**config.mk**
```make
export PLATFORM = sky130hd
export DESIGN_NAME = axi_lite_subsystem_top
export DESIGN_NICKNAME = d
export VERILOG_FILES = /design/src/hdl/axi_bridge_pkg.sv /design/src/hdl/axi_lite_write_path.sv /design/src/hdl/axi_lite_read_path.sv /design/src/hdl/axi_to_axi_lite.sv /design/src/hdl/axi_lite_regs.sv /design/src/hdl/axi_lite_subsystem_top.sv
export VERILOG_INCLUDE_DIRS = /design/src /design/src/hdl
export SDC_FILE = /design/constraint.sdc
export NUM_CORES = 1
export LEC_CHECK = 0
export BUFFER_PORTS_ARGS = -buffer_cell sky130_fd_sc_hd__buf_2
export CORE_UTILIZATION = 26
export CTS_CLUSTER_DIAMETER = 120
export DETAILED_ROUTE_END_ITERATION = 6
export PLACE_DENSITY = 0.41
export SLEW_MARGIN = 10
export SYNTH_ARGS = -nofsm -noshare
export SYNTH_HDL_FRONTEND = slang
export SYNTH_SLANG_ARGS = --single-unit
```
**constraint.sdc**
```tcl
create_clock -name clk -period 5.3 [get_ports clk]
set_clock_uncertainty 0.1 [all_clocks]
set_input_delay 0.265 -clock clk [delete_from_list [all_inputs] [get_ports clk]]
set_output_delay 0.265 -clock clk [all_outputs]
set_load 0.1 [all_outputs]
```
**src/hdl/axi_bridge_defs.svh**
```systemverilog
// width and depth constants shared by the AXI to AXI-Lite subsystem
`ifndef AXI_BRIDGE_DEFS_SVH
`define AXI_BRIDGE_DEFS_SVH

// byte address width on both the AXI and the AXI-Lite side
`define AXI_ADDR_WIDTH 32

// data bus width, one strobe bit per byte of it
`define AXI_DATA_WIDTH 32

// transaction ID width on the full AXI port
`define AXI_ID_WIDTH 8

// burst length field, holding the beat count minus one
`define AXI_LEN_WIDTH 8

// number of 32-bit words in the register bank
`define REG_COUNT 16

`endif

```
**src/hdl/axi_bridge_pkg.sv**
```systemverilog
// common payload and response types for the AXI to AXI-Lite subsystem
`default_nettype none

`include "axi_bridge_defs.svh"

package axi_bridge_pkg;

  // one byte address
  typedef logic [`AXI_ADDR_WIDTH-1:0] addr_t;

  // one data word and its byte enables
  typedef logic [`AXI_DATA_WIDTH-1:0]   data_t;
  typedef logic [`AXI_DATA_WIDTH/8-1:0] strb_t;

  // transaction ID, returned unchanged on B and R
  typedef logic [`AXI_ID_WIDTH-1:0] id_t;

  // burst length minus one, zero for a single beat
  typedef logic [`AXI_LEN_WIDTH-1:0] len_t;

  // response codes as encoded on the B and R channels
  typedef enum logic [1:0] {
    RESP_OKAY   = 2'b00,
    RESP_EXOKAY = 2'b01,
    RESP_SLVERR = 2'b10,
    RESP_DECERR = 2'b11
  } resp_t;

endpackage

`default_nettype wire

```
**src/hdl/axi_lite_write_path.sv**
```systemverilog
// write direction of the bridge, turning one AXI AW/W/B exchange into AXI-Lite
`timescale 1ns/1ps
`default_nettype none

module axi_lite_write_path (
  input  logic                  clk,
  input  logic                  rst_n,
  // AXI write address and data
  input  axi_bridge_pkg::id_t   aw_id,
  input  axi_bridge_pkg::addr_t aw_addr,
  input  axi_bridge_pkg::len_t  aw_len,
  input  logic                  aw_valid,
  output logic                  aw_ready,
  input  axi_bridge_pkg::data_t w_data,
  input  axi_bridge_pkg::strb_t w_strb,
  input  logic                  w_last,
  input  logic                  w_valid,
  output logic                  w_ready,
  // AXI write response
  output axi_bridge_pkg::id_t   b_id,
  output axi_bridge_pkg::resp_t b_resp,
  output logic                  b_valid,
  input  logic                  b_ready,
  // AXI-Lite master side
  output axi_bridge_pkg::addr_t lite_aw_addr,
  output logic                  lite_aw_valid,
  input  logic                  lite_aw_ready,
  output axi_bridge_pkg::data_t lite_w_data,
  output axi_bridge_pkg::strb_t lite_w_strb,
  output logic                  lite_w_valid,
  input  logic                  lite_w_ready,
  input  axi_bridge_pkg::resp_t lite_b_resp,
  input  logic                  lite_b_valid,
  output logic                  lite_b_ready
);
  import axi_bridge_pkg::*;

  typedef enum logic [2:0] {
    ST_IDLE, ST_DATA, ST_LITE_REQ, ST_LITE_RESP, ST_DRAIN, ST_RESP
  } state_e;

  state_e state_q;
  // the two Lite request valids may complete on different cycles
  logic   aw_pend_q;
  logic   w_pend_q;
  id_t    id_q;
  addr_t  addr_q;
  data_t  data_q;
  strb_t  strb_q;
  resp_t  resp_q;
  logic   aw_fire;
  logic   w_fire;
  logic   b_fire;
  logic   lite_aw_fire;
  logic   lite_w_fire;
  logic   lite_b_fire;

  assign aw_fire      = aw_valid & aw_ready;
  assign w_fire       = w_valid & w_ready;
  assign b_fire       = b_valid & b_ready;
  assign lite_aw_fire = lite_aw_valid & lite_aw_ready;
  assign lite_w_fire  = lite_w_valid & lite_w_ready;
  assign lite_b_fire  = lite_b_valid & lite_b_ready;

  // a burst skips the Lite side and just swallows its data beats
  always_ff @(posedge clk or negedge rst_n) begin
    if (!rst_n) begin
      state_q   <= ST_IDLE;
      aw_pend_q <= 1'b0;
      w_pend_q  <= 1'b0;
    end else begin
      case (state_q)
        ST_IDLE: if (aw_fire) state_q <= (aw_len == '0) ? ST_DATA : ST_DRAIN;
        ST_DATA: begin
          if (w_fire) begin
            aw_pend_q <= 1'b1;
            w_pend_q  <= 1'b1;
            state_q   <= ST_LITE_REQ;
          end
        end
        ST_LITE_REQ: begin
          if (lite_aw_fire) aw_pend_q <= 1'b0;
          if (lite_w_fire) w_pend_q <= 1'b0;
          // leave once the last outstanding request has gone out
          if ((lite_aw_fire || !aw_pend_q) && (lite_w_fire || !w_pend_q)) begin
            state_q <= ST_LITE_RESP;
          end
        end
        ST_LITE_RESP: if (lite_b_fire) state_q <= ST_RESP;
        ST_DRAIN: if (w_fire && w_last) state_q <= ST_RESP;
        ST_RESP: if (b_fire) state_q <= ST_IDLE;
        default: state_q <= ST_IDLE;
      endcase
    end
  end

  // captured request and the response to return
  always_ff @(posedge clk) begin
    if (aw_fire) begin
      id_q   <= aw_id;
      addr_q <= aw_addr;
    end
    if (state_q == ST_DATA && w_fire) begin
      data_q <= w_data;
      strb_q <= w_strb;
    end
    if (lite_b_fire) begin
      resp_q <= lite_b_resp;
    end else if (state_q == ST_DRAIN && w_fire && w_last) begin
      resp_q <= RESP_SLVERR;
    end
  end

  assign aw_ready      = (state_q == ST_IDLE);
  assign w_ready       = (state_q == ST_DATA) || (state_q == ST_DRAIN);
  assign lite_aw_addr  = addr_q;
  assign lite_aw_valid = aw_pend_q;
  assign lite_w_data   = data_q;
  assign lite_w_strb   = strb_q;
  assign lite_w_valid  = w_pend_q;
  assign lite_b_ready  = (state_q == ST_LITE_RESP);
  assign b_valid       = (state_q == ST_RESP);
  assign b_id          = id_q;
  assign b_resp        = resp_q;

  // the response stays on the bus with its ID until the master takes it
  a_b_hold: assert property (@(posedge clk) disable iff (!rst_n)
    (b_valid && !b_ready) |=> (b_valid && $stable(b_id) && $stable(b_resp)));

  // the master must mark the only beat of a single-beat write as last
  a_single_last: assert property (@(posedge clk) disable iff (!rst_n)
    (state_q == ST_DATA && w_fire) |-> w_last);

endmodule

`default_nettype wire

```
**src/hdl/axi_lite_read_path.sv**
```systemverilog
// read direction of the bridge, turning one AXI AR/R exchange into AXI-Lite
`timescale 1ns/1ps
`default_nettype none

module axi_lite_read_path (
  input  logic                  clk,
  input  logic                  rst_n,
  // AXI read address
  input  axi_bridge_pkg::id_t   ar_id,
  input  axi_bridge_pkg::addr_t ar_addr,
  input  axi_bridge_pkg::len_t  ar_len,
  input  logic                  ar_valid,
  output logic                  ar_ready,
  // AXI read data
  output axi_bridge_pkg::id_t   r_id,
  output axi_bridge_pkg::data_t r_data,
  output axi_bridge_pkg::resp_t r_resp,
  output logic                  r_last,
  output logic                  r_valid,
  input  logic                  r_ready,
  // AXI-Lite master side
  output axi_bridge_pkg::addr_t lite_ar_addr,
  output logic                  lite_ar_valid,
  input  logic                  lite_ar_ready,
  input  axi_bridge_pkg::data_t lite_r_data,
  input  axi_bridge_pkg::resp_t lite_r_resp,
  input  logic                  lite_r_valid,
  output logic                  lite_r_ready
);
  import axi_bridge_pkg::*;

  typedef enum logic [1:0] {ST_IDLE, ST_REQ, ST_WAIT, ST_RESP} state_e;

  state_e state_q;
  // beats still to send after the current one
  len_t   beat_q;
  id_t    id_q;
  addr_t  addr_q;
  data_t  data_q;
  resp_t  resp_q;
  logic   ar_fire;
  logic   r_fire;
  logic   lite_ar_fire;
  logic   lite_r_fire;

  assign ar_fire      = ar_valid & ar_ready;
  assign r_fire       = r_valid & r_ready;
  assign lite_ar_fire = lite_ar_valid & lite_ar_ready;
  assign lite_r_fire  = lite_r_valid & lite_r_ready;

  // a burst goes straight to the response state and counts its error beats down
  always_ff @(posedge clk or negedge rst_n) begin
    if (!rst_n) begin
      state_q <= ST_IDLE;
      beat_q  <= '0;
    end else begin
      case (state_q)
        ST_IDLE: begin
          if (ar_fire) begin
            beat_q  <= ar_len;
            state_q <= (ar_len == '0) ? ST_REQ : ST_RESP;
          end
        end
        ST_REQ: if (lite_ar_fire) state_q <= ST_WAIT;
        ST_WAIT: if (lite_r_fire) state_q <= ST_RESP;
        ST_RESP: begin
          if (r_fire) begin
            if (beat_q == '0) state_q <= ST_IDLE;
            else beat_q <= beat_q - 1'b1;
          end
        end
        default: state_q <= ST_IDLE;
      endcase
    end
  end

  // a rejected burst keeps zero data and SLVERR, a forwarded read overwrites them
  always_ff @(posedge clk) begin
    if (ar_fire) begin
      id_q   <= ar_id;
      addr_q <= ar_addr;
      data_q <= '0;
      resp_q <= RESP_SLVERR;
    end
    if (lite_r_fire) begin
      data_q <= lite_r_data;
      resp_q <= lite_r_resp;
    end
  end

  assign ar_ready      = (state_q == ST_IDLE);
  assign lite_ar_addr  = addr_q;
  assign lite_ar_valid = (state_q == ST_REQ);
  assign lite_r_ready  = (state_q == ST_WAIT);
  assign r_valid       = (state_q == ST_RESP);
  assign r_id          = id_q;
  assign r_data        = data_q;
  assign r_resp        = resp_q;
  assign r_last        = (beat_q == '0);

  // a stalled beat keeps every field until the master accepts it
  a_r_hold: assert property (@(posedge clk) disable iff (!rst_n)
    (r_valid && !r_ready) |=> (r_valid && $stable(r_id) && $stable(r_data) &&
                               $stable(r_resp) && $stable(r_last)));

endmodule

`default_nettype wire

```
**src/hdl/axi_to_axi_lite.sv**
```systemverilog
// AXI4 to AXI4-Lite bridge with independent write and read directions
`timescale 1ns/1ps
`default_nettype none

module axi_to_axi_lite (
  input  logic                  clk,
  input  logic                  rst_n,
  // AXI slave port
  input  axi_bridge_pkg::id_t   aw_id,
  input  axi_bridge_pkg::addr_t aw_addr,
  input  axi_bridge_pkg::len_t  aw_len,
  input  logic                  aw_valid,
  output logic                  aw_ready,
  input  axi_bridge_pkg::data_t w_data,
  input  axi_bridge_pkg::strb_t w_strb,
  input  logic                  w_last,
  input  logic                  w_valid,
  output logic                  w_ready,
  output axi_bridge_pkg::id_t   b_id,
  output axi_bridge_pkg::resp_t b_resp,
  output logic                  b_valid,
  input  logic                  b_ready,
  input  axi_bridge_pkg::id_t   ar_id,
  input  axi_bridge_pkg::addr_t ar_addr,
  input  axi_bridge_pkg::len_t  ar_len,
  input  logic                  ar_valid,
  output logic                  ar_ready,
  output axi_bridge_pkg::id_t   r_id,
  output axi_bridge_pkg::data_t r_data,
  output axi_bridge_pkg::resp_t r_resp,
  output logic                  r_last,
  output logic                  r_valid,
  input  logic                  r_ready,
  // AXI-Lite master port
  output axi_bridge_pkg::addr_t lite_aw_addr,
  output logic                  lite_aw_valid,
  input  logic                  lite_aw_ready,
  output axi_bridge_pkg::data_t lite_w_data,
  output axi_bridge_pkg::strb_t lite_w_strb,
  output logic                  lite_w_valid,
  input  logic                  lite_w_ready,
  input  axi_bridge_pkg::resp_t lite_b_resp,
  input  logic                  lite_b_valid,
  output logic                  lite_b_ready,
  output axi_bridge_pkg::addr_t lite_ar_addr,
  output logic                  lite_ar_valid,
  input  logic                  lite_ar_ready,
  input  axi_bridge_pkg::data_t lite_r_data,
  input  axi_bridge_pkg::resp_t lite_r_resp,
  input  logic                  lite_r_valid,
  output logic                  lite_r_ready
);

  // write and read share no state, so each path runs on its own
  axi_lite_write_path wr_path0 (
    .clk, .rst_n,
    .aw_id, .aw_addr, .aw_len, .aw_valid, .aw_ready,
    .w_data, .w_strb, .w_last, .w_valid, .w_ready,
    .b_id, .b_resp, .b_valid, .b_ready,
    .lite_aw_addr, .lite_aw_valid, .lite_aw_ready,
    .lite_w_data, .lite_w_strb, .lite_w_valid, .lite_w_ready,
    .lite_b_resp, .lite_b_valid, .lite_b_ready
  );

  axi_lite_read_path rd_path0 (
    .clk, .rst_n,
    .ar_id, .ar_addr, .ar_len, .ar_valid, .ar_ready,
    .r_id, .r_data, .r_resp, .r_last, .r_valid, .r_ready,
    .lite_ar_addr, .lite_ar_valid, .lite_ar_ready,
    .lite_r_data, .lite_r_resp, .lite_r_valid, .lite_r_ready
  );

  // the Lite address and data requests start together, so one of them may
  // run alone only after the other has just been taken by the slave
  a_lite_in_step: assert property (@(posedge clk) disable iff (!rst_n)
    (lite_aw_valid ^ lite_w_valid) |->
      ($past(lite_aw_valid && lite_aw_ready) || $past(lite_w_valid && lite_w_ready) ||
       $past(lite_aw_valid ^ lite_w_valid)));

endmodule

`default_nettype wire

```
**src/hdl/axi_lite_regs.sv**
```systemverilog
// AXI-Lite register bank with byte strobes and decode error past the last word
`timescale 1ns/1ps
`default_nettype none

`include "axi_bridge_defs.svh"

module axi_lite_regs (
  input  logic                  clk,
  input  logic                  rst_n,
  // write address and data
  input  axi_bridge_pkg::addr_t lite_aw_addr,
  input  logic                  lite_aw_valid,
  output logic                  lite_aw_ready,
  input  axi_bridge_pkg::data_t lite_w_data,
  input  axi_bridge_pkg::strb_t lite_w_strb,
  input  logic                  lite_w_valid,
  output logic                  lite_w_ready,
  // write response
  output axi_bridge_pkg::resp_t lite_b_resp,
  output logic                  lite_b_valid,
  input  logic                  lite_b_ready,
  // read address and data
  input  axi_bridge_pkg::addr_t lite_ar_addr,
  input  logic                  lite_ar_valid,
  output logic                  lite_ar_ready,
  output axi_bridge_pkg::data_t lite_r_data,
  output axi_bridge_pkg::resp_t lite_r_resp,
  output logic                  lite_r_valid,
  input  logic                  lite_r_ready
);
  import axi_bridge_pkg::*;

  localparam int IDX_W = $clog2(`REG_COUNT);

  data_t             regs_q [`REG_COUNT];
  logic              wr_ready_q;
  logic              b_pend_q;
  logic              r_pend_q;
  resp_t             b_resp_q;
  resp_t             r_resp_q;
  data_t             r_data_q;
  logic              wr_fire;
  logic              rd_fire;
  logic              wr_in_range;
  logic              rd_in_range;
  logic [IDX_W-1:0]  wr_idx;
  logic [IDX_W-1:0]  rd_idx;

  // the word index is everything above the byte offset
  assign wr_in_range = (lite_aw_addr[`AXI_ADDR_WIDTH-1:2] < `REG_COUNT);
  assign rd_in_range = (lite_ar_addr[`AXI_ADDR_WIDTH-1:2] < `REG_COUNT);
  assign wr_idx      = lite_aw_addr[IDX_W+1:2];
  assign rd_idx      = lite_ar_addr[IDX_W+1:2];

  assign wr_fire = wr_ready_q & lite_aw_valid & lite_w_valid;
  assign rd_fire = lite_ar_valid & lite_ar_ready;

  // write ready is a one-cycle pulse once address and data are both waiting
  always_ff @(posedge clk or negedge rst_n) begin
    if (!rst_n) begin
      wr_ready_q <= 1'b0;
      b_pend_q   <= 1'b0;
      r_pend_q   <= 1'b0;
    end else begin
      wr_ready_q <= lite_aw_valid && lite_w_valid && !wr_ready_q && !b_pend_q;
      if (wr_fire) b_pend_q <= 1'b1;
      else if (lite_b_valid && lite_b_ready) b_pend_q <= 1'b0;
      if (rd_fire) r_pend_q <= 1'b1;
      else if (lite_r_valid && lite_r_ready) r_pend_q <= 1'b0;
    end
  end

  // the bank comes out of reset all zero
  always_ff @(posedge clk or negedge rst_n) begin
    if (!rst_n) begin
      for (int i = 0; i < `REG_COUNT; i++) begin
        regs_q[i] <= '0;
      end
    end else if (wr_fire && wr_in_range) begin
      for (int b = 0; b < `AXI_DATA_WIDTH/8; b++) begin
        if (lite_w_strb[b]) regs_q[wr_idx][8*b +: 8] <= lite_w_data[8*b +: 8];
      end
    end
  end

  // responses and read data are captured at the request handshake
  always_ff @(posedge clk) begin
    if (wr_fire) b_resp_q <= wr_in_range ? RESP_OKAY : RESP_DECERR;
    if (rd_fire) begin
      r_resp_q <= rd_in_range ? RESP_OKAY : RESP_DECERR;
      r_data_q <= rd_in_range ? regs_q[rd_idx] : '0;
    end
  end

  assign lite_aw_ready = wr_ready_q;
  assign lite_w_ready  = wr_ready_q;
  assign lite_b_valid  = b_pend_q;
  assign lite_b_resp   = b_resp_q;
  assign lite_ar_ready = !r_pend_q;
  assign lite_r_valid  = r_pend_q;
  assign lite_r_data   = r_data_q;
  assign lite_r_resp   = r_resp_q;

  // a register only changes after a cycle that carried a full write handshake
  for (genvar g = 0; g < `REG_COUNT; g++) begin : g_wr_chk
    a_wr_needs_req: assert property (@(posedge clk) disable iff (!rst_n)
      (regs_q[g] != $past(regs_q[g])) |->
        $past(lite_aw_valid && lite_w_valid && lite_aw_ready));
  end

endmodule

`default_nettype wire

```
**src/hdl/axi_lite_subsystem_top.sv**
```systemverilog
// subsystem top joining the AXI to AXI-Lite bridge and the register bank
`timescale 1ns/1ps
`default_nettype none

module axi_lite_subsystem_top (
  input  logic                  clk,
  input  logic                  rst_n,
  input  axi_bridge_pkg::id_t   aw_id,
  input  axi_bridge_pkg::addr_t aw_addr,
  input  axi_bridge_pkg::len_t  aw_len,
  input  logic                  aw_valid,
  output logic                  aw_ready,
  input  axi_bridge_pkg::data_t w_data,
  input  axi_bridge_pkg::strb_t w_strb,
  input  logic                  w_last,
  input  logic                  w_valid,
  output logic                  w_ready,
  output axi_bridge_pkg::id_t   b_id,
  output axi_bridge_pkg::resp_t b_resp,
  output logic                  b_valid,
  input  logic                  b_ready,
  input  axi_bridge_pkg::id_t   ar_id,
  input  axi_bridge_pkg::addr_t ar_addr,
  input  axi_bridge_pkg::len_t  ar_len,
  input  logic                  ar_valid,
  output logic                  ar_ready,
  output axi_bridge_pkg::id_t   r_id,
  output axi_bridge_pkg::data_t r_data,
  output axi_bridge_pkg::resp_t r_resp,
  output logic                  r_last,
  output logic                  r_valid,
  input  logic                  r_ready
);
  import axi_bridge_pkg::*;

  // internal AXI-Lite link, bridge as master and register bank as slave
  addr_t lite_aw_addr;
  logic  lite_aw_valid, lite_aw_ready;
  data_t lite_w_data;
  strb_t lite_w_strb;
  logic  lite_w_valid, lite_w_ready;
  resp_t lite_b_resp;
  logic  lite_b_valid, lite_b_ready;
  addr_t lite_ar_addr;
  logic  lite_ar_valid, lite_ar_ready;
  data_t lite_r_data;
  resp_t lite_r_resp;
  logic  lite_r_valid, lite_r_ready;

  axi_to_axi_lite bridge0 (.*);

  axi_lite_regs regs0 (
    .clk, .rst_n,
    .lite_aw_addr, .lite_aw_valid, .lite_aw_ready,
    .lite_w_data, .lite_w_strb, .lite_w_valid, .lite_w_ready,
    .lite_b_resp, .lite_b_valid, .lite_b_ready,
    .lite_ar_addr, .lite_ar_valid, .lite_ar_ready,
    .lite_r_data, .lite_r_resp, .lite_r_valid, .lite_r_ready
  );

endmodule

`default_nettype wire

```
==> run_results.csv, run 1 <==
group,metric,value,unit
global_routing,grt_max_degree,163,
synth,syn_avg_cell_area,17.2,um^2
sta,finalCriticalPeriod,3.71,ns
synth,yosysTopAreaCell,"dfrtp_1",
global_routing,grt_first_pass_wirelength,126,mm
synth,postSynthCellCount,1821,
synth,ys_async_sr_fraction,0.744,
run_status,status,"completed",
critical_path,cp_slowest_cell,"nor2_2",
cts,root_buffer,"clkbuf_16",
sta,rsz0062_at_grt,"no",
critical_path,crit_fanout,16,
critical_path,crit_arrival,4.14,ns
power,pwr_density_cell,389,mW/mm^2
power,power_frac_clock,0.398,
job,maxCapViolCount,0,
critical_path,worstPathRequired,5.73,ns
sta,worst_pin_slew,1.07,ns
synth,synth_edf_count,182,
detailed_routing,ant_nets,0,
finish,drive_gt1_frac,0.477,
sta,finalCritPeriodShare,0.699,
critical_path,path_buf_inv,0,
detailed_routing,drcViolationCount,0,
cts,post_cts_buffers,0,
synth,netlist.area_leader.share,0.424,
placement,post-dp-hpwl,49.4,mm
synth,yosys-top-cells-area,"dfrtp_1 (42%), edfxtp_1 (17%), mux2_2 (14%), mux4_2 (9.2%), mux2_4 (5.8%)",
finish,register_area,0.0187,mm^2
global_routing,grt_overflow,0,
power,pwr-share-comb,0.166,
synth,netlist_area,0.0313,mm^2
global_routing,met3_usage,0.0322,
synth,syn-num-nets,1967,
power,switching_share,0.314,
power,seqPwrFrac,0.436,
global_routing,busiest_layer,"met2",
power,p_leak,17.5,nW
detailed_routing,drt-total-wl,83.7,mm
floorplan,core_area,0.119,mm^2
power,p_sw,0.00467,W
cts,path_clk_slew,0.06,ns
critical_path,critPathKind,"flop to flop",
finish,area_growth,22.2,%
detailed_routing,dr_total_vias,17400,
critical_path,critPathLaunchType,"flop",
global_routing,use_met2,0.217,
cts,htree_num_levels,3,
synth,synthDistinctLibCells,52,
floorplan,fp.dieArea,0.122,mm^2
placement,gp_congestion,0.744,
finish,fill_cells,11500,
cts,cts_buffers,85,
cts,cts.sinks,712,
global_routing,grt_pass1_vias,19200,
detailed_routing,drtPass1Iterations,5,
finish,multi_input_area,0.0121,mm^2
power,p_int,0.0102,W
synth,ys_seq_area_frac,0.599,
floorplan,die_width,349,um
synth,synthFlopType,"dfrtp_1",
critical_path,endpoint_kind,"flop",
sta,fmax,0.270,GHz
floorplan,num_rows,126,
synth,ys_ff_latch,712,
critical_path,max_stage_delay,1.02,ns
critical_path,crit_chain,"nor4_1 > and4_1 > nand4_4 > nor2_2 > mux2_2",
worst_hold_path,hold_path_class,"input port to flop",
sta,finalHoldViolCount,0,
sta,setup-violations-final,0,
cts,clock_latency,0.66,ns
detailed_routing,first_iter_violations,987,
power,vdd_drop_max,0.401,mV
sta,setup_tns,0,ns
floorplan,die_h,349,um
placement,io_buffers,193,
critical_path,critical-path-top-delay-family,"simple AND/OR/NAND/NOR gates",
floorplan,io_pins,198,
sta,slew_viol_final,0,
global_routing,grt.total_usage,0.139,
finish,fin_nets,2300,
sta,worst_hold_slack,0.0907,ns
cts,cts_buffer_depth,3,
synth,synth-warning-count,0,
floorplan,start_util,0.263,
global_routing,grtUsageMet1,0.191,
global_routing,antenna_found_initial,1,
detailed_routing,vias_per_cell,4.55,
sta,slew_headroom,0.283,
cts,cts_tree,"done",
detailed_routing,wire_per_inst,21.8,um
-- final timing paths --
| kind | cells past startpoint | end | slack, ns | start |
|---|---|---|---|---|
| min | 4 | bridge0.rd_path0.beat_q[0] | 0.09 | r_ready |
| max in group asynchronous | 3 | regs0.regs_q[186] | 3.48 | rst_n |
| max | 5 | regs0.regs_q[356] | 1.59 | bridge0.wr_path0.lite_aw_addr[24] |
| max reg2reg | 5 | regs0.regs_q[356] | 1.59 | bridge0.wr_path0.lite_aw_addr[24] |
| min in group asynchronous | 2 | regs0.regs_q[109] | 0.13 | rst_n |
| min reg2reg | 1 | regs0.lite_aw_ready | 0.37 | regs0.lite_aw_ready |
-- sequential cells by signal, summed over array words and instances (netlist names), 2 cells and up --
| name | flops |
|---|---|
| bridge0.wr_path0.lite_aw_addr | 30 |
| bridge0.rd_path0.state_q | 2 |
| bridge0.rd_path0.r_data | 32 |
| regs0.regs_q | 512 |
| bridge0.rd_path0.beat_q | 8 |
| bridge0.wr_path0.lite_w_strb | 4 |
| regs0.lite_r_data | 32 |
| bridge0.rd_path0.r_id | 8 |
| bridge0.wr_path0.state_q | 3 |
| bridge0.rd_path0.lite_ar_addr | 30 |
| bridge0.wr_path0.lite_w_data | 32 |
| bridge0.wr_path0.b_resp | 2 |
| bridge0.wr_path0.b_id | 8 |
| bridge0.rd_path0.r_resp | 2 |
-- cell families (layout without fill, tap and decap cells) --
group / Yosys count / in the layout / share of synthesized area
fa+ha+maj: 6 / 6 / 0.00240
mux: 647 / 647 / 0.293
flops: 712 / 712 / 0.599
other cells: 0 / 3 / 0
compound gates: 130 / 130 / 0.0275
xor+xnor: 1 / 1 / 0.000280
buf+inv: 105 / 511 / 0.0158
simple gates: 220 / 220 / 0.0617
-- layer usage --
| layer | wire length [um] | up-vias |
|---|---|---|
| met5 | 0 | - |
| met3 | 4290 | 136 |
| met2 | 38300 | 437 |
| li1 | - | 7617 |
| met4 | 2160 | 0 |
| met1 | 38900 | 9238 |
-- worst register-to-register path: stages (launching register included) --
cell	delay, ns
edfxtp_1	0.36
nor4_1	0.35
and4_1	0.53
nand4_4	0.76
nor2_2	1.06
mux2_2	0.42
-- per-stage QoR --
step	area [um^2]	util	cells	power, W	setup WS, ns
after floorplan	31300	-	1821	0.00813	1.69
after global placement	34100	0.287	3538	0.00896	1.70
after detailed placement	34100	0.287	3538	0.00900	1.66
after CTS	38200	0.322	3827	0.0151	1.65
after global routing	38200	0.322	3827	0.0155	1.53
final	38200	0.322	3830	0.0148	1.59
-- cell usage after synthesis, types with 13 or more instances --
cell type and number:
mux2_4 120, buf_2 13, nor2_1 19, nor2_8 40
nand2_1 31, nor4_1 14, clkbuf_1 74, and3_1 40
a22oi_1 64, mux4_2 128, dfrtp_1 530, mux2_1 16
mux2_2 376, nor2_2 24, a21oi_1 39, edfxtp_1 182
-- final cells by class --
class | count | area share
Tap cell | 1600 | 0.0524
Clock buffer | 128 | 0.0649
Clock inverter | 32 | 0.00953
Timing Repair Buffer | 342 | 0.0653
Antenna cell | 3 | 0.000197
Multi-Input combinational cell | 1004 | 0.316
Sequential cell | 712 | 0.490
Inverter | 9 | 0.000884
-- placed cells by master (no fill, tap or decap), types with 30 or more instances in the layout --
cell type	count
buf_2	192
a21oi_1	39
mux4_2	128
and3_1	40
a22oi_1	64
edfxtp_1	182
mux2_2	376
nand2_1	30
dlygate4sd3_1	129
clkbuf_16	86
nor2_8	40
mux2_4	120
dfrtp_1	529
-- power by group through the flow --
stage	logic [W]	clock network, W	registers [W]
finish	0.00247	0.00591	0.00647
global route	0.00265	0.00635	0.00653
CTS	0.00253	0.00613	0.00647
detailed placement	0.00243	0	0.00657
global placement	0.00241	0	0.00655
floorplan	0.00114	0	0.00699
-- repair_timing --
item,4_1_cts,5_1_grt
hold buffers,129,0
hold endpoints to repair,209,0
gates resized for setup,0,0
(Power assumes the default switching activity.)
==> run 2, diff against run 1 <==
--- a/config.mk
+++ b/config.mk
@@ -10,7 +10,7 @@
 export CORE_UTILIZATION = 26
 export CTS_CLUSTER_DIAMETER = 120
 export DETAILED_ROUTE_END_ITERATION = 6
-export PLACE_DENSITY = 0.41
+export PLACE_DENSITY = 0.42
 export SLEW_MARGIN = 10
 export SYNTH_ARGS = -nofsm -noshare
 export SYNTH_HDL_FRONTEND = slang
==> constraint.sdc (replaced) <==
create_clock -name clk -period 2.98 [get_ports clk]
set_clock_uncertainty 0.1 [all_clocks]
set_input_delay 0.149 -clock clk [delete_from_list [all_inputs] [get_ports clk]]
set_output_delay 0.149 -clock clk [all_outputs]
set_load 0.1 [all_outputs]
==> run_results.csv, run 2 (synthesis results as in run 1) <==
group,metric,value,unit
critical_path,timing.rr.start,"bridge0.rd_path0.state_q[1]",
sta,slew_viol_final,0,
power,pwr_density_cell,693,mW/mm^2
power,p_int,0.0188,W
finish,regMostFlops,"regs0.regs_q",
finish,drive_gt1_frac,0.495,
sta,finalCritPeriodShare,0.916,
placement,post-dp-hpwl,52.6,mm
sta,finalCriticalPeriod,2.73,ns
critical_path,crit_arrival,3.20,ns
detailed_routing,ant_nets,0,
run_status,status,"completed",
cts,htree_num_levels,3,
sta,rsz0062_at_grt,"no",
cts,cts.sinks,712,
detailed_routing,dr_total_vias,17700,
cts,ctsHoldBuffers,136,
global_routing,grt_first_pass_wirelength,126,mm
floorplan,fp.dieArea,0.122,mm^2
critical_path,r2r_slack,0.25,ns
global_routing,grt_pass1_vias,19500,
detailed_routing,dr_wl_met3,4.04,mm
detailed_routing,first_iter_violations,914,
worst_hold_path,hp-start,"ar_valid",
detailed_routing,wire_per_inst,21.5,um
finish,mostFrequentLayoutCells,"dfrtp_1 (529), mux2_2 (376), buf_2 (192)",
global_routing,grt_max_degree,96,
cts,clock_latency,0.65,ns
floorplan,die_h,349,um
finish,largest_reg_flops,512,
global_routing,grt_overflow,0,
finish,register_area,0.0187,mm^2
finish,fin_util,0.329,
power,switching_share,0.306,
sta,worst_hold_slack,0.0633,ns
power,vdd_drop_max,1.15,mV
placement,io_buffers,193,
detailed_routing,wl_met1,38.8,mm
power,power_frac_clock,0.404,
critical_path,cp-startpoint,"bridge0.rd_path0.state_q[1]",
global_routing,grt.total_usage,0.138,
critical_path,critPathKind,"flop to flop",
cts,root_buffer,"clkbuf_16",
sta,finalHoldViolCount,0,
detailed_routing,drtPass1Iterations,5,
cts,cts_buffer_depth,3,
critical_path,endpoint_kind,"flop",
detailed_routing,dr_wl_met2,38.9,mm
finish,final_common_cell,"dfrtp_1",
floorplan,core_area,0.119,mm^2
cts,post_cts_buffers,0,
detailed_routing,drcViolationCount,0,
placement,detailed_place.area,0.0347,mm^2
floorplan,io_pins,198,
floorplan,start_util,0.263,
power,p_sw,0.00827,W
job,maxCapViolCount,0,
power,p_leak,17.9,nW
critical_path,critPathLaunchType,"flop",
cts,cts_resized,0,
sta,setup-violations-final,0,
finish,fin_nets,2363,
critical_path,worstPathRequired,3.45,ns
sta,fmax,0.366,GHz
placement,gp_congestion,0.754,
finish,finalInstanceArea,0.0390,mm^2
global_routing,antenna_found_initial,6,
critical_path,crit_fanout,14,
cts,cts_buffers,83,
power,seqPwrFrac,0.427,
detailed_routing,highest-signal-layer,"met5",
finish,area_growth,24.9,%
sta,slew_headroom,0.353,
power,pwr-share-comb,0.169,
floorplan,num_rows,126,
finish,fill_cells,11400,
cts,path_clk_slew,0.06,ns
finish,n_antenna_cell,0,
detailed_routing,drt-total-wl,83.5,mm
finish,multi_input_area,0.0121,mm^2
worst_hold_path,hold_path_class,"input port to flop",
detailed_routing,vias_per_cell,4.55,
floorplan,die_width,349,um
cts,cts_tree,"done",
sta,worst_pin_slew,0.970,ns
run 2: cell types whose count changed in the layout (fill, tap and decap cells not counted), sizes merged:
cell | previous run | this run
clkinv | 20 | 25
buf | 213 | 271
clkinvlp | 2 | 5
bufinv | 5 | 12
inv | 14 | 13
clkbuf | 128 | 109
diode | 3 | 0
dlygate4sd3 | 129 | 136
run 2: power by group through the flow:
| stage | logic [W] | clock network [W] | registers, W |
|---|---|---|---|
| after detailed placement | 0.00444 | 0 | 0.0117 |
| after global placement | 0.00439 | 0 | 0.0117 |
| final | 0.00458 | 0.0109 | 0.0115 |
| after CTS | 0.00469 | 0.0113 | 0.0115 |
| after global routing | 0.00492 | 0.0117 | 0.0116 |
| after floorplan | 0.00204 | 0 | 0.0124 |
run 2: worst paths after layout:
path                                                to  cells after the start
max in group asynchronous            regs0.regs_q[177]                      3
max reg2reg                 bridge0.rd_path0.beat_q[7]                      7
max                         bridge0.rd_path0.beat_q[7]                      7
min in group asynchronous   bridge0.rd_path0.beat_q[7]                      2
min                        bridge0.rd_path0.state_q[1]                      4
min reg2reg                        regs0.lite_aw_ready                      1
run 2: metrics by stage:
stage | power (W) | setup slack (ns) | std cells | setup TNS, ns
2_1_floorplan | 0.0145 | -0.0251 | 1821 | -0.852
3_3_place_gp | 0.0161 | 0.382 | 3596 | 0
3_5_place_dp | 0.0162 | 0.366 | 3596 | 0
4_1_cts | 0.0275 | 0.260 | 3887 | 0
5_1_grt | 0.0282 | 0.00289 | 3887 | 0
6_report | 0.0270 | 0.249 | 3887 | 0
run 2: layout make-up:
class                      count  share of cell area
clock buffer                 109              0.0615
clock inverter                46              0.0146
inverter                       9            0.000962
multi-input combinational   1004               0.310
sequential                   712               0.480
tap                         1600              0.0513
timing repair buffer         407              0.0822
run 2: worst max-delay path: stages (launching register included):
cell and delay [ns]:
dfrtp_1 0.38, ha_1 0.48, inv_1 0.20, nand2_1 0.10, o22ai_1 0.07, dlygate4sd3_1 0.56
a221oi_1 0.22, dlygate4sd3_1 0.57
run 2: layer usage:
| metal | GRT usage | vias up |
|---|---|---|
| met5 | 0 | - |
| met2 | 0.220 | 444 |
| met3 | 0.0296 | 116 |
| met1 | 0.190 | 9367 |
| li1 | - | 7738 |
| met4 | 0.0359 | 2 |
==> run 3, diff against run 2 <==
--- a/config.mk
+++ b/config.mk
@@ -11,6 +11,7 @@
 export CTS_CLUSTER_DIAMETER = 120
 export DETAILED_ROUTE_END_ITERATION = 6
 export PLACE_DENSITY = 0.42
+export REMOVE_ABC_BUFFERS = 1
 export SLEW_MARGIN = 10
 export SYNTH_ARGS = -nofsm -noshare
 export SYNTH_HDL_FRONTEND = slang
==> run_results.csv, run 3 (synthesis results as in run 1) <==
group,metric,value,unit
run_status,status,"completed",
floorplan,start_util,0.263,
critical_path,crit_fanout,14,
cts,path_clk_slew,0.06,ns
detailed_routing,drtPass1Iterations,4,
power,p_leak,17.8,nW
placement,post-dp-hpwl,53.4,mm
global_routing,grt.total_usage,0.141,
finish,largest_reg_flops,512,
cts,cts_buffers,85,
floorplan,die_h,349,um
sta,finalHoldViolCount,0,
global_routing,met3_usage,0.0344,
global_routing,use_met2,0.226,
global_routing,grt_first_pass_wirelength,129,mm
finish,area_growth,24.3,%
detailed_routing,first_iter_violations,949,
global_routing,antenna_found_initial,2,
sta,finalCritPeriodShare,0.932,
critical_path,crit_top_cell,"dlygate4sd3_1",
finish,drive_gt1_frac,0.488,
detailed_routing,vias_per_cell,4.53,
global_routing,grt_pass1_vias,19700,
global_routing,grt_max_degree,85,
sta,setup-violations-final,0,
detailed_routing,wire_per_inst,21.7,um
cts,htree_num_levels,3,
finish,fin_nets,2364,
sta,slew_headroom,0.257,
floorplan,fp.dieArea,0.122,mm^2
finish,regMostFlops,"regs0.regs_q",
worst_hold_path,hold_path_class,"input port to flop",
cts,cts.sinks,712,
detailed_routing,drt-total-wl,84.2,mm
cts,clock_latency,0.64,ns
floorplan,io_pins,198,
detailed_routing,drcViolationCount,0,
critical_path,max_stage_delay,0.58,ns
placement,gp_congestion,0.747,
job,maxCapViolCount,0,
critical_path,critPathKind,"flop to flop",
critical_path,worstPathRequired,3.46,ns
critical_path,crit_chain,"ha_1 > inv_1 > nand2_1 > o22ai_1 > dlygate4sd3_1 > a221oi_1 > dlygate4sd3_1",
placement,detailed_place.area,0.0346,mm^2
sta,setup_tns,0,ns
cts,cts_tree,"done",
critical_path,cp_slowest_cell,"dlygate4sd3_1",
critical_path,critPathLaunchType,"flop",
placement,io_buffers,193,
floorplan,die_width,349,um
finish,final_common_cell,"dfrtp_1",
power,vdd_drop_max,0.764,mV
global_routing,grtUsageMet1,0.187,
critical_path,endpoint_kind,"flop",
sta,finalCriticalPeriod,2.78,ns
power,power.total,0.0265,W
detailed_routing,ant_nets,0,
sta,worst_pin_slew,1.11,ns
sta,slew_viol_final,0,
floorplan,num_rows,126,
floorplan,core_area,0.119,mm^2
cts,cts_buffer_depth,3,
global_routing,grt_overflow,0,
finish,finalInstanceArea,0.0389,mm^2
global_routing,busiest_layer,"met2",
power,pwr_density_cell,683,mW/mm^2
finish,mostFrequentLayoutCells,"dfrtp_1 (529), mux2_2 (376), buf_2 (192)",
detailed_routing,dr_total_vias,17600,
sta,fmax,0.360,GHz
sta,rsz0062_at_grt,"no",
cts,root_buffer,"clkbuf_16",
critical_path,crit_arrival,3.26,ns
[run 3: final cells by class]
cell class / instances / area, um^2
diodes: 2 / 5.00
clock buffers: 124 / 2490
clock inverters: 31 / 317
fillers: 11500 / 79900
inverters: 9 / 37.5
multi-input cells: 1004 / 12100
flip-flops and latches: 712 / 18700
well taps: 1600 / 2000
repair buffers: 406 / 3190
[run 3: timing repair]
item | 4_1_cts | 5_1_grt
hold buffers | 140 | 0
setup endpoints to repair | 0 | 4
gates resized for setup | 0 | 1
endpoints found under the hold margin | 573 | 0
setup buffers | 0 | 0
[run 3: where the power goes]
part | internal, W | switching [W] | leakage [nW]
clock | 0.00623 | 0.00418 | 1.38
combinational | 0.00122 | 0.00336 | 7.41
sequential | 0.0109 | 0.000654 | 9.03
total | 0.0183 | 0.00820 | 17.8
[run 3: worst max-delay path: cells and delay by family, from the launching register on]
family          cells  cell delay (ns)
simple gates        1             0.10
buf+inv             3             1.37
fa+ha+maj           1             0.47
compound gates      2             0.30
flops               1             0.37
[run 3: routing by layer]
metal  up-vias  routed length [um]
met5         -                   0
met4         0                2170
met3       137                4480
met2       396               39500
met1      9342               38000
li1       7743                   -
[run 3: path summary, 6_finish.rpt]
path	startpoint	depth (start not counted)	to	slack, ns
min in group asynchronous	rst_n	3	regs0.regs_q[104]	0.49
max in group asynchronous	rst_n	4	regs0.regs_q[76]	0.45
hold reg to reg	regs0.lite_aw_ready	1	regs0.lite_aw_ready	0.38
setup / recovery	bridge0.rd_path0.state_q[0]	7	bridge0.rd_path0.beat_q[7]	0.20
hold / removal	w_data[4]	2	bridge0.wr_path0.lite_w_data[4]	0.11
setup reg to reg	bridge0.rd_path0.state_q[0]	7	bridge0.rd_path0.beat_q[7]	0.20
[run 3: stage by stage]
| stage | setup WS (ns) | cells | hold WS [ns] | util |
|---|---|---|---|---|
| floorplan | -3.36 | 1725 | -0.247 | - |
| global placement | 0.217 | 3591 | 0.0593 | 0.292 |
| detailed placement | 0.230 | 3591 | 0.0589 | 0.292 |
| CTS | 0.0970 | 3886 | 0.0528 | 0.327 |
| global route | 0.0273 | 3886 | 0.0634 | 0.327 |
| finish | 0.203 | 3888 | 0.111 | 0.327 |
